<file path="config.mk">
export PLATFORM = sky130hd
export DESIGN_NAME = MemoryController
export DESIGN_NICKNAME = d
export VERILOG_FILES = /design/src/common/MemBusPkg.sv /design/src/memCtrl/MemoryController.sv
export SDC_FILE = /design/constraint.sdc
export NUM_CORES = 1
export LEC_CHECK = 0
export ABC_CLOCK_PERIOD_IN_PS = 3700
export BUFFER_PORTS_ARGS = -buffer_cell sky130_fd_sc_hd__buf_2
export CORE_UTILIZATION = 34
export CTS_CLUSTER_DIAMETER = 30
export DETAILED_ROUTE_END_ITERATION = 7
export PLACE_DENSITY = 0.71
export SYNTH_ARGS = -nofsm -noshare
export SYNTH_HDL_FRONTEND = slang
export SYNTH_SLANG_ARGS = --single-unit
</file>
<file path="constraint.sdc">
create_clock -name clk -period 3.7 [get_ports clk]
set_input_delay 0.185 -clock clk [delete_from_list [all_inputs] [get_ports clk]]
set_output_delay 0.185 -clock clk [all_outputs]
set_load 0.03 [all_outputs]
</file>
<file path="src/common/MemBusPkg.sv">
/* Bus command word, client request record and the serial port
   constants used by the memory model and the controller */

`default_nettype none

package MemBusPkg;

    // One command word on the shared bus
    typedef struct packed {
        logic        write;
        logic        spare;
        // Set for RAM, clear for MMIO
        logic        memSpace;
        // Word address; for MMIO the top four bits hold the byte mask
        logic [28:0] addr;
    } MemCmd;

    // One client request, either a cache line or an MMIO word
    typedef struct packed {
        logic        write;
        logic        mmio;
        logic [3:0]  mask;
        logic [29:0] addr;
    } MemReq;

    // Byte address of the serial data register, status follows at +4
    localparam logic [31:0] SERIAL_ADDR = 32'h1000_0000;

    // Byte address bits covered by the MMIO byte mask
    localparam logic [31:0] MMIO_IGNORE_MASK = 32'h7800_0000;

    // Serial status word
    localparam logic [31:0] SERIAL_STATUS_BASE = 32'h0000_6000;
    localparam logic [31:0] SERIAL_RX_READY = 32'h0000_0100;

endpackage

`default_nettype wire

</file>
<file path="src/memCtrl/MemoryController.sv">
/* Memory port controller: line and MMIO requests to bus commands and
   bursts, read data gathered back into a line */

`timescale 1ns/1ns
`default_nettype none

module MemoryController import MemBusPkg::*; #(
    parameter int clsizeE = 4
) (
    input  wire         clk,
    input  wire         rst,
    input  wire         reqValid,
    input  wire MemReq  req,
    input  wire  [(32 << (clsizeE - 2)) - 1:0] wrLine,
    output logic        busy,
    output logic        done,
    output logic [(32 << (clsizeE - 2)) - 1:0] rdLine,
    output logic        busEn,
    output logic [31:0] ctrlToMem,
    input  wire  [31:0] memToCtrl,
    input  wire         memOen
);

    localparam int offBits = clsizeE - 2;
    localparam int lineWords = 1 << offBits;

    typedef enum logic [1:0] {stIdle, stCmd, stData, stFinish} CtrlState;

    CtrlState state;
    logic     opWrite;
    logic     opMmio;
    logic     skipStall;
    logic     capture;
    logic [offBits-1:0] wordCnt;
    logic [offBits-1:0] nextCnt;
    logic [offBits-1:0] rdIdx;
    logic [32*lineWords-1:0] wrReg;
    MemCmd    cmdWord;

    assign nextCnt = wordCnt + 1'b1;

    // Any memOen during a read belongs to this request
    assign capture = memOen && (state != stIdle) && !opWrite;

    always_comb begin
        cmdWord.write = req.write;
        cmdWord.spare = 1'b0;
        cmdWord.memSpace = !req.mmio;
        // MMIO commands carry the byte mask in the top address bits
        if (req.mmio) begin
            cmdWord.addr = {req.mask, req.addr[24:0]};
        end else begin
            cmdWord.addr = req.addr[28:0];
        end
    end

    always_ff @(posedge clk) begin
        if (rst) begin
            state <= stIdle;
            busEn <= 1'b0;
            busy <= 1'b0;
            done <= 1'b0;
            opWrite <= 1'b0;
            opMmio <= 1'b0;
            skipStall <= 1'b0;
            wordCnt <= '0;
            rdIdx <= '0;
        end else begin
            done <= 1'b0;
            if (capture) begin
                if (skipStall) begin
                    skipStall <= 1'b0;
                end else begin
                    rdIdx <= rdIdx + 1'b1;
                end
            end
            case (state)
                stIdle: begin
                    if (reqValid) begin
                        opWrite <= req.write;
                        opMmio <= req.mmio;
                        // Line reads see one stall cycle first
                        skipStall <= !req.write && !req.mmio;
                        rdIdx <= '0;
                        busy <= 1'b1;
                        busEn <= 1'b1;
                        state <= stCmd;
                    end
                end
                stCmd: begin
                    wordCnt <= '0;
                    if (opMmio) begin
                        // MMIO write keeps the bus for its single data word
                        busEn <= opWrite;
                        state <= stFinish;
                    end else begin
                        state <= stData;
                    end
                end
                stData: begin
                    if (&wordCnt) begin
                        busEn <= 1'b0;
                        state <= stFinish;
                    end else begin
                        wordCnt <= nextCnt;
                    end
                end
                stFinish: begin
                    busEn <= 1'b0;
                    busy <= 1'b0;
                    done <= 1'b1;
                    state <= stIdle;
                end
                default: state <= stIdle;
            endcase
        end
    end

    // Bus data out and line gathering
    always_ff @(posedge clk) begin
        case (state)
            stIdle: begin
                if (reqValid) begin
                    wrReg <= wrLine;
                    ctrlToMem <= cmdWord;
                end
            end
            stCmd: ctrlToMem <= wrReg[31:0];
            stData: ctrlToMem <= wrReg[32*nextCnt +: 32];
            default: ;
        endcase
        if (capture && !skipStall) begin
            rdLine[32*rdIdx +: 32] <= memToCtrl;
        end
    end

endmodule

`default_nettype wire

</file>
# == Word-level counts from Yosys, hierarchy flattened ==
# Cells that the tools add are included.
# op_classes
reduce_logical,20
eq_ne,7
shifts,3
mux,23
add_sub_neg,3
# ops
cell,n
bitwise mux 128 bit,1
variable shift 32 x 34 -> 128 bit (first input constant),1
variable part select 128 x 8 -> 32 bit,1
variable part select 32 x 34 -> 128 bit,1
one-hot mux 32 bit (3 select lines),1
negation 7 -> 34 bit,1
two-way mux 32 bit,1
two-way mux 29 bit,1
two-way mux 2 bit,7
AND reduction 2 bit,6
two-way mux 1 bit,8
!= test 2 bit (second input constant),4
one-hot mux 2 bit (4 select lines),1
nonzero test 2 bit,3
adder 2 x 1 -> 2 bit (second input constant),2
== test 2 bit (second input constant),2
logical AND 1 bit,4
zero test 1 bit,4
one-hot mux 1 bit (4 select lines),1
one-hot mux 2 bit (2 select lines),1
AND reduction 3 bit,1
nonzero test 3 bit,1
== test 2 x 1 -> 1 bit (second input constant),1
zero test 2 bit,1
one-hot mux 1 bit (2 select lines),1
# word_totals
ff_bits,300
out_inout_bits,163

# == Longest topological paths before layout ==
# Gate-level depths: netlist of the first run.
# logic_depth
word_depth,6
ltp_mapped,7
depth_no_buf,6

# == Worst setup path after synthesis of the first run ==
# OpenSTA, ideal clock, no wires.
# synth_path
path_type,register to register
from,register state[0]
to,register wrReg[0] (enable)
setup_slack_ns,-0.161
arrival_time_ns,3.376
stages_incl_launch_ff,5
setup_ns,0.484
path_cell_list,dfxtp_1 inv_1 ha_1 nand2_1 inv_1
# synth_between
elab_chain_len,2
# synth_rtl
item,line,rtl
from (decl),MemoryController.sv:29,CtrlState state;
from (signal assigned),MemoryController.sv:59,state <= stIdle;
from (signal assigned),MemoryController.sv:87,state <= stCmd;
from (signal assigned),MemoryController.sv:95,state <= stFinish;
zero test 2 bit,MemoryController.sv:121,case (state)
AND reduction 2 bit (no source line),-,
to (signal assigned),MemoryController.sv:124,wrReg <= wrLine;
to (decl),MemoryController.sv:37,logic [32*lineWords-1:0] wrReg;
# Every way passes these cells.
# A chain may end at the register's enable or synchronous reset.

# == Worst setup path in the final report of the first run ==
# layout_path
from,register state[1]
to,register rdLine[72] (enable)
# layout_between
elab_chain_len,4
# layout_rtl
item,line,rtl
nonzero test 2 bit,MemoryController.sv:43,assign capture = memOen && (state != stIdle) && !opWrite;
logical AND 1 bit (2 in a row),MemoryController.sv:43,
logical AND 1 bit,MemoryController.sv:132,if (capture && !skipStall) begin
"to (signal, indexed assignment)",MemoryController.sv:133,rdLine[32*rdIdx +: 32] <= memToCtrl;
to (decl),MemoryController.sv:17,"output logic [(32 << (clsizeE - 2)) - 1:0] rdLine,"
# Every way passes these cells.

==> results_dict.tcl, run 1 <==
set metrics [dict create \
    status "completed" \
    num_rows 67 \
    fin_util_pct 53.9 \
    finalWirelength_um 34700 \
    ys_seq_elements 300 \
    port_buffers 361 \
    yosysWarnings 0 \
    peakVddDrop_uv 493 \
    hold_class "in -> reg" \
    gp_congestion 0.815 \
    cts_setup_buffers 0 \
    drt_iter0_drc 398 \
    slew_headroom_pct 38.5 \
    rsz0062_at_grt "false" \
    reg2reg_slack_ns 1.29 \
    worstMarginPinSlew_ns 0.923 \
    die_w_um 188 \
    ys.flop_type "edfxtp_1" \
    die_area_mm2 0.0355 \
    grt_pass1_wl_um 51800 \
    crit_start "state[1]$_SDFFE_PP0P_" \
    drv_cap 0 \
    post_drt_wl_per_cell_um 19.6 \
    cts.clk_slew.worst_paths_ns 0.05 \
    timing_worst_setup_path_type "reg -> reg" \
    synth_edf_count 288 \
    firstDrtPassIters 5 \
    htree_levels 3 \
    grt_pass1_vias 9190 \
    layout-drive-gt1-share_pct 42.0 \
    cp-end-kind "register" \
    cts_tree "built" \
    r2r.worst_path.cells 5 \
    vias 8362 \
    syn-num-nets 878 \
    period_minus_slack_ns 2.41 \
    numCtsBuffers 68 \
    fin_skew_ns 0.0247 \
    period_share_pct 65.0 \
    syn_inst 667 \
    required_ns 3.91 \
    final.setup.tns_ns 0 \
    synth_common_cells "288 x edfxtp_1, 128 x and2_1, 38 x a21oi_1" \
    start_util_pct 34.9 \
    max_freq_mhz 416 \
    clockBufferDepth 3 \
    hpwl_um 20100 \
    avgSynthCellArea_um2 17.7 \
    r2r-start "state[1]$_SDFFE_PP0P_" \
    core_mm2 0.0339 \
    synth.most_common_cell "edfxtp_1" \
    holdWs_ns 0.00605 \
    drc_errors 0 \
    synth_cell_types 38 \
    p_total_mw 14.2 \
    final_area_mm2 0.0183 \
    crit_arrival_ns 2.62 \
    antenna_found_initial 4 \
    cts.sinks 300 \
    num_io_pins 363 \
    hold_violations 0 \
    crit_end "rdLine[72]$_DFFE_PP_" \
    postSynth.asyncResetShare_pct 0 \
    grt_usage_pct 19.5 \
    power_leakage_nw 6.94 \
    vias_per_cell 4.72 \
    finalMaxSlewViolations 0 \
    syn2layout_area_growth_pct 54.6 \
    cts_root_buf "clkbuf_16" \
    power.density_mw_per_mm2 777 \
    critPathMaxFanout 26 \
    overflow 0 \
    yosysTopAreaCellShare_pct 73.2 \
    finalNetCount 1476 \
    final_antenna_net_count 0 \
    grt_max_degree 115 \
    worst_setup_path_start_kind "register" \
    yosys.area.top_type "edfxtp_1" \
    seq_area_frac_synth_pct 75.3 \
    min_path_cells 3 \
    setup_violations 0 \
    dieHeight_um 188 \
    yosys-top-cells-area "edfxtp_1 73%, and2_1 6.8%, mux4_2 6.1%" \
    placed_area_mm2 0.0141 \
    clock_latency_ns 0.57 \
    r2r-end "rdLine[72]$_DFFE_PP_" \
    synth_area_mm2 0.0118 \
]
[flip-flops by register name, indices dropped and copies added (netlist names)]
signal	cells
rdLine	128
opMmio	1
opWrite	1
done	1
busy	1
ctrlToMem	32
skipStall	1
state	2
busEn	1
wordCnt	2
wrReg	128
rdIdx	2
[per-layer routing]
| layer | share of wire, % | track usage [%] | vias up |
|---|---|---|---|
| met5 | 0.038 | 0 | - |
| met1 | 37 | 21.0 | 4101 |
| li1 | - | - | 3772 |
| met3 | 6.1 | 5.33 | 111 |
| met2 | 53 | 34.4 | 376 |
| met4 | 4.4 | 11.1 | 2 |
[area by class of cell]
type | count | area, um^2
Antenna cell | 3 | 7.51
Clock buffer | 75 | 1730
Clock inverter | 49 | 514
Fill cell | 2693 | 15600
Inverter | 7 | 30.0
Multi-Input combinational cell | 324 | 2720
Sequential cell | 300 | 8890
Tap cell | 448 | 561
Timing Repair Buffer | 564 | 3820
[cell usage in the layout, fill, tap and decap left out, drive strengths merged, types with 2 or more instances in the layout]
cell type and instances:
and3 4, a22oi 30, dlygate4sd3 189, nor2 30, buf 375, ha 11
edfxtp 288, nor4b 2, nor3 3, mux4 32, nor2b 7, a211oi 5
a21oi 38, inv 10, o211ai 2, nand2b 5, o21ai 2, bufinv 6
clkinv 29, clkinvlp 11, and2 128, dfxtp 12, nand3 7, nand2 9
clkbuf 75, diode 3
[cell families after synthesis]
group           synth area share [%]
xor+xnor                      0.0742
flops                           75.3
simple gates                    9.93
buf+inv                         1.97
mux                             6.19
fa+ha+maj                       1.17
compound gates                  5.42
[repair_timing]
action / 4_1_cts / 5_1_grt
hold buffers: 189 / 0
endpoints found under the hold margin: 293 / 0
gates resized for setup: 0 / 0
[report_power, final]
part           internal (mW)  switching [mW]  leakage (nW)
Combinational           1.21            2.30          3.13
Sequential              4.70           0.213          2.74
Clock                   3.82            1.95          1.07
[how the worst min path moves through the flow]
stage / startpoint / endpoint / slack [ns]
3_5_place_dp: wrLine[107] / wrReg[107]$_DFFE_PP_ / 0.36
2_1_floorplan: rst / busEn$_SDFFE_PP0P_ / 0.26
4_1_cts: req[32] / ctrlToMem[27]$_DFFE_PP_ / 0.008
5_1_grt: req[32] / ctrlToMem[27]$_DFFE_PP_ / 0.01
6_report: req[32] / ctrlToMem[27]$_DFFE_PP_ / 0.006
3_3_place_gp: wrLine[127] / wrReg[127]$_DFFE_PP_ / 0.36
[worst max-delay path, stage by stage (launching register included)]
cell	delay, ns
dfxtp_1	0.40
inv_1	0.11
ha_2	0.22
nor4b_4	0.41
and2_1	0.45
buf_4	0.44
[stage by stage]
stage | setup slack (ns) | std cells
final | 1.29 | 1770
after floorplan | 0.494 | 667
after global placement | 1.31 | 1454
after global routing | 1.07 | 1769
after detailed placement | 1.26 | 1454
after CTS | 1.22 | 1767
Power figures use the tool's default switching activity.
==> run 2, diff against run 1 <==
--- a/config.mk
+++ b/config.mk
@@ -5,7 +5,7 @@
 export SDC_FILE = /design/constraint.sdc
 export NUM_CORES = 1
 export LEC_CHECK = 0
-export ABC_CLOCK_PERIOD_IN_PS = 3700
+export ABC_CLOCK_PERIOD_IN_PS = 2100
 export BUFFER_PORTS_ARGS = -buffer_cell sky130_fd_sc_hd__buf_2
 export CORE_UTILIZATION = 34
 export CTS_CLUSTER_DIAMETER = 30
==> constraint.sdc (replaced) <==
create_clock -name clk -period 2.1 [get_ports clk]
set_input_delay 0.105 -clock clk [delete_from_list [all_inputs] [get_ports clk]]
set_output_delay 0.105 -clock clk [all_outputs]
set_load 0.03 [all_outputs]
==> run 2 against run 1 <==
Register-to-register slack worse by 1.2 ns. Final area is 2.5% higher. Clock skew is 0.0077 ns lower. Largest power group unchanged. Highest routed layer is now met4.
==> results_dict.tcl, run 2 (synthesis gave the netlist of run 1 again) <==
set metrics [dict create \
    num_io_pins 363 \
    p_total_mw 25.8 \
    fin_skew_ns 0.0170 \
    overflow 0 \
    final_cell_mix "361 x buf_2, 288 x edfxtp_1, 195 x dlygate4sd3_1" \
    slew_headroom_pct 49.8 \
    num_rows 67 \
    final_area_mm2 0.0187 \
    rsz0062_at_grt "false" \
    vias_per_cell 4.75 \
    drt_iter0_drc 402 \
    power.density_mw_per_mm2 1380 \
    drc_errors 0 \
    clock_latency_ns 0.56 \
    htree_levels 3 \
    top_regs "rdLine (128), wrReg (128), ctrlToMem (32)" \
    drv_cap 0 \
    firstDrtPassIters 5 \
    syn2layout_area_growth_pct 58.4 \
    crit_arrival_ns 2.38 \
    cts_tree "built" \
    finalWirelength_um 36000 \
    hold_violations 0 \
    core_mm2 0.0339 \
    post_drt_wl_per_cell_um 20.1 \
    finalNetCount 1497 \
    timing_worst_setup_path_type "reg -> reg" \
    mostFrequentLayoutCell "buf_2" \
    die_w_um 188 \
    numCtsBuffers 67 \
    die_area_mm2 0.0355 \
    period_minus_slack_ns 1.97 \
    start_util_pct 34.9 \
    clockBufferDepth 3 \
    hold_class "in -> reg" \
    max_freq_mhz 508 \
    critPathMaxFanout 32 \
    grt_usage_pct 20.3 \
    gp_congestion 0.857 \
    hpwl_um 21500 \
    final.setup.tns_ns 0 \
    final_antenna_net_count 0 \
    worstMarginPinSlew_ns 0.753 \
    dieHeight_um 188 \
    cp-end-kind "register" \
    cts.clk_slew.worst_paths_ns 0.05 \
    status "completed" \
    placed_area_mm2 0.0144 \
    grt_max_degree 58 \
    finalMaxSlewViolations 0 \
    port_buffers 361 \
    required_ns 2.51 \
    setup_violations 0 \
    grt_pass1_vias 9541 \
    antenna_found_initial 4 \
    period_share_pct 93.7 \
    vias 8505 \
    cts.sinks 300 \
    layout-drive-gt1-share_pct 43.7 \
    worst_setup_path_start_kind "register" \
    power_leakage_nw 7.15 \
    peakVddDrop_uv 879 \
    cts_root_buf "clkbuf_16" \
    grt_pass1_wl_um 53700 \
]
[run 2: cell types whose count changed in the layout (fill, tap and decap cells not counted), moves of 3 or more]
cell           delta
clkbuf_1          -7
clkinvlp_4        -3
clkinv_2          -3
and2_1            -4
buf_12           +13
dlygate4sd3_1     +6
and2_2            +4
clkinv_4          +8
[run 2: final cells by class]
type | instances | area (um^2)
Multi-Input combinational cell | 324 | 2740
Clock inverter | 53 | 591
Antenna cell | 5 | 12.5
Sequential cell | 300 | 8890
Inverter | 7 | 30.0
Tap cell | 448 | 561
Clock buffer | 69 | 1730
Timing Repair Buffer | 586 | 4160
Fill cell | 2652 | 15200
[run 2: layer usage]
layer	global-route usage (%)	wire, um	vias up
met5	0	0	-
met2	35.1	18700	352
met4	11.9	1710	0
li1	-	-	3819
met3	5.16	1940	117
met1	22.7	13700	4217
[run 2: final timing paths]
check                       from                      end  slack, ns  cells past startpoint
max          rdIdx[1]$_SDFF_PP0_     rdLine[28]$_DFFE_PP_       0.13                      4
min                      req[28]  ctrlToMem[28]$_DFFE_PP_       0.06                      4
max reg2reg  rdIdx[1]$_SDFF_PP0_     rdLine[28]$_DFFE_PP_       0.13                      4
min reg2reg  opMmio$_SDFFE_PP0P_      opMmio$_SDFFE_PP0P_       0.48                      2
[run 2: through the flow]
stage                     utilization, %  setup slack [ns]  instances  hold WS (ns)
after floorplan                        -            -0.876        667         0.176
after global placement              42.6             0.220       1468         0.282
after detailed placement            42.6             0.159       1468         0.283
after CTS                           55.2            0.0193       1785       0.00495
after global routing                55.2            0.0143       1791        0.0636
final                               55.3             0.132       1792        0.0567
[run 2: timing repair]
item,CTS,global route
hold endpoints to repair,298,0
buffers inserted,0,2
gates resized for setup,0,1
setup endpoints to repair,0,1
hold buffers,195,0
[run 2: power breakdown]
part           leakage [nW]  switching (mW)  internal, mW
Sequential             2.74           0.394          8.27
Combinational          3.29            4.13          2.49
Clock                  1.11            3.48          7.04
Total                  7.15            8.01          17.8
[run 2: critical path, stage by stage, from the launching register on]
cell      delay (ns)
dfxtp_1         0.38
inv_1           0.10
ha_1            0.30
and4bb_2        0.80
and2_1          0.23
==> run 3, diff against run 2 <==
--- a/config.mk
+++ b/config.mk
@@ -5,12 +5,12 @@
 export SDC_FILE = /design/constraint.sdc
 export NUM_CORES = 1
 export LEC_CHECK = 0
-export ABC_CLOCK_PERIOD_IN_PS = 2100
+export ABC_CLOCK_PERIOD_IN_PS = 2080
 export BUFFER_PORTS_ARGS = -buffer_cell sky130_fd_sc_hd__buf_2
 export CORE_UTILIZATION = 34
 export CTS_CLUSTER_DIAMETER = 30
 export DETAILED_ROUTE_END_ITERATION = 7
-export PLACE_DENSITY = 0.71
+export PLACE_DENSITY = 0.69
 export SYNTH_ARGS = -nofsm -noshare
 export SYNTH_HDL_FRONTEND = slang
 export SYNTH_SLANG_ARGS = --single-unit
==> constraint.sdc (replaced) <==
create_clock -name clk -period 2.08 [get_ports clk]
set_input_delay 0.104 -clock clk [delete_from_list [all_inputs] [get_ports clk]]
set_output_delay 0.104 -clock clk [all_outputs]
set_load 0.03 [all_outputs]
==> run 3 against run 2 <==
Maximum frequency fell by 1.5%. Clock skew increased by 0.015 ns. Utilization down 0.63 points. Hold slack worse by 0.025 ns. Global-route usage about the same. Clock power down 6%. Final area is 1.1% lower. Clock-buffer cell count grew 8. Wire length increased by 0.14%. Critical endpoint is now ctrlToMem[25]$_DFFE_PP_. Highest routed layer unchanged.
==> results_dict.tcl, run 3 (synthesis gave the netlist of run 1 again) <==
set metrics [dict create \
    hold_violations 0 \
    cts_tree "built" \
    vias 8503 \
    holdPathEnd "rdIdx[0]$_SDFF_PP0_" \
    finalNetCount 1493 \
    route.top_layer_used "met4" \
    grt_pass1_vias 9280 \
    crit_arrival_ns 2.40 \
    timing_worst_setup_path_type "reg -> reg" \
    stdcell_count 1783 \
    required_ns 2.48 \
    worst_setup_path_start_kind "register" \
    critPathMaxFanout 38 \
    final_antenna_net_count 0 \
    peakVddDrop_uv 1000 \
    wl_met1_um 13400 \
    core_mm2 0.0339 \
    drc_errors 0 \
    firstDrtPassIters 8 \
    holdCritStartpoint "memOen" \
    fin_util_pct 54.6 \
    cts_root_buf "clkbuf_16" \
    finalMaxSlewViolations 0 \
    power.density_mw_per_mm2 1370 \
    start_util_pct 34.9 \
    max_freq_mhz 501 \
    dieHeight_um 188 \
    num_io_pins 363 \
    cts_setup_buffers 0 \
    setup_violations 0 \
    gp_congestion 0.823 \
    rsz0062_at_grt "false" \
    overflow 0 \
    num_rows 67 \
    htree_levels 3 \
    slew_headroom_pct 65.6 \
    final_cell_mix "361 x buf_2, 288 x edfxtp_1, 195 x dlygate4sd3_1" \
    hpwl_um 21100 \
    p_total_mw 25.4 \
    antenna_found_initial 2 \
    post_drt_wl_per_cell_um 20.2 \
    syn2layout_area_growth_pct 56.6 \
    port_buffers 361 \
    clock_latency_ns 0.57 \
    holdWs_ns 0.0321 \
    min_path_cells 4 \
    cp-end-kind "register" \
    top_regs "rdLine (128), wrReg (128), ctrlToMem (32)" \
    drv_cap 0 \
    cts.sinks 300 \
    die_w_um 188 \
    drt_iter0_drc 398 \
    grt_usage_pct 20.3 \
    mostFrequentLayoutCell "buf_2" \
    finalWirelength_um 36100 \
    hold_class "in -> reg" \
    cts.clk_slew.worst_paths_ns 0.05 \
    numCtsBuffers 66 \
    worstMarginPinSlew_ns 0.515 \
    period_share_pct 96.1 \
    vias_per_cell 4.77 \
    r2r-start "state[0]$_SDFFE_PP0P_" \
    power_leakage_nw 7.06 \
    status "completed" \
    grt_max_degree 88 \
    clockBufferDepth 3 \
    period_minus_slack_ns 2.00 \
    die_area_mm2 0.0355 \
    final_area_mm2 0.0185 \
    wl_met3_um 1960 \
    layout-drive-gt1-share_pct 42.9 \
    r2r-end "ctrlToMem[25]$_DFFE_PP_" \
    placed_area_mm2 0.0144 \
    reg2reg_slack_ns 0.08 \
    fin_skew_ns 0.0318 \
    wl_met2_um 19100 \
    grt_pass1_wl_um 53500 \
    r2r.worst_path.cells 5 \
    place_inst 1467 \
]
[run 3: cell count changes in the layout (fill, tap and decap cells not counted), moves of 3 or more]
cell / previous run / this run
bufinv_16: 8 / 4
diode_2: 5 / 2
clkinv_2: 8 / 12
clkbuf_1: 0 / 9
clkinv_4: 13 / 5
[run 3: metal layers]
layer	track usage [%]	up-vias
met5	0	-
met4	12.3	0
met3	4.41	108
met2	35.6	386
met1	22.6	4199
li1	-	3810
[run 3: area by class of cell]
| cell class | instances | area (um^2) |
|---|---|---|
| antenna | 2 | 5.00 |
| sequential | 300 | 8890 |
| fill | 2675 | 15400 |
| multi-input combinational | 324 | 2740 |
| inverter | 7 | 30.0 |
| clock inverter | 42 | 399 |
| clock buffer | 77 | 1740 |
| timing repair buffer | 583 | 4140 |
| tap | 448 | 561 |
[run 3: worst max-delay path: stages (launching register included)]
cell           delay [ns]
dfxtp_2              0.35
inv_2                0.07
ha_4                 0.59
a211oi_1             0.07
dlygate4sd3_1        0.58
a21oi_1              0.14
[run 3: worst max-delay path by stage]
stage / startpoint / to / slack (ns) / cells past startpoint
3_5_place_dp: rdIdx[1]$_SDFF_PP0_ / rdLine[10]$_DFFE_PP_ / 0.13 / 4
5_1_grt: state[0]$_SDFFE_PP0P_ / opWrite$_SDFFE_PP0P_ / 0.01 / 8
2_1_floorplan: state[1]$_SDFFE_PP0P_ / wrReg[0]$_DFFE_PP_ / -0.90 / 4
3_3_place_gp: state[1]$_SDFFE_PP0P_ / rdLine[124]$_DFFE_PP_ / 0.16 / 5
4_1_cts: rdIdx[1]$_SDFF_PP0_ / rdLine[24]$_DFFE_PP_ / 0.10 / 4
6_report: state[0]$_SDFFE_PP0P_ / ctrlToMem[25]$_DFFE_PP_ / 0.08 / 5
[run 3: report_power, final]
part / internal [mW] / switching (mW)
Combinational: 2.52 / 4.21
Sequential: 8.36 / 0.430
Clock: 6.51 / 3.39
[run 3: metrics by stage]
| step | setup slack [ns] | setup TNS (ns) |
|---|---|---|
| finish | 0.0821 | 0 |
| global route | 0.0133 | 0 |
| CTS | 0.104 | 0 |
| detailed placement | 0.126 | 0 |
| global placement | 0.158 | 0 |
| floorplan | -0.896 | -118.02 |
[run 3: timing repair]
item	4_1_cts	5_1_grt
resized for setup	0	1
endpoints found under the setup margin	0	9
endpoints found under the hold margin	297	0
hold buffers	195	0
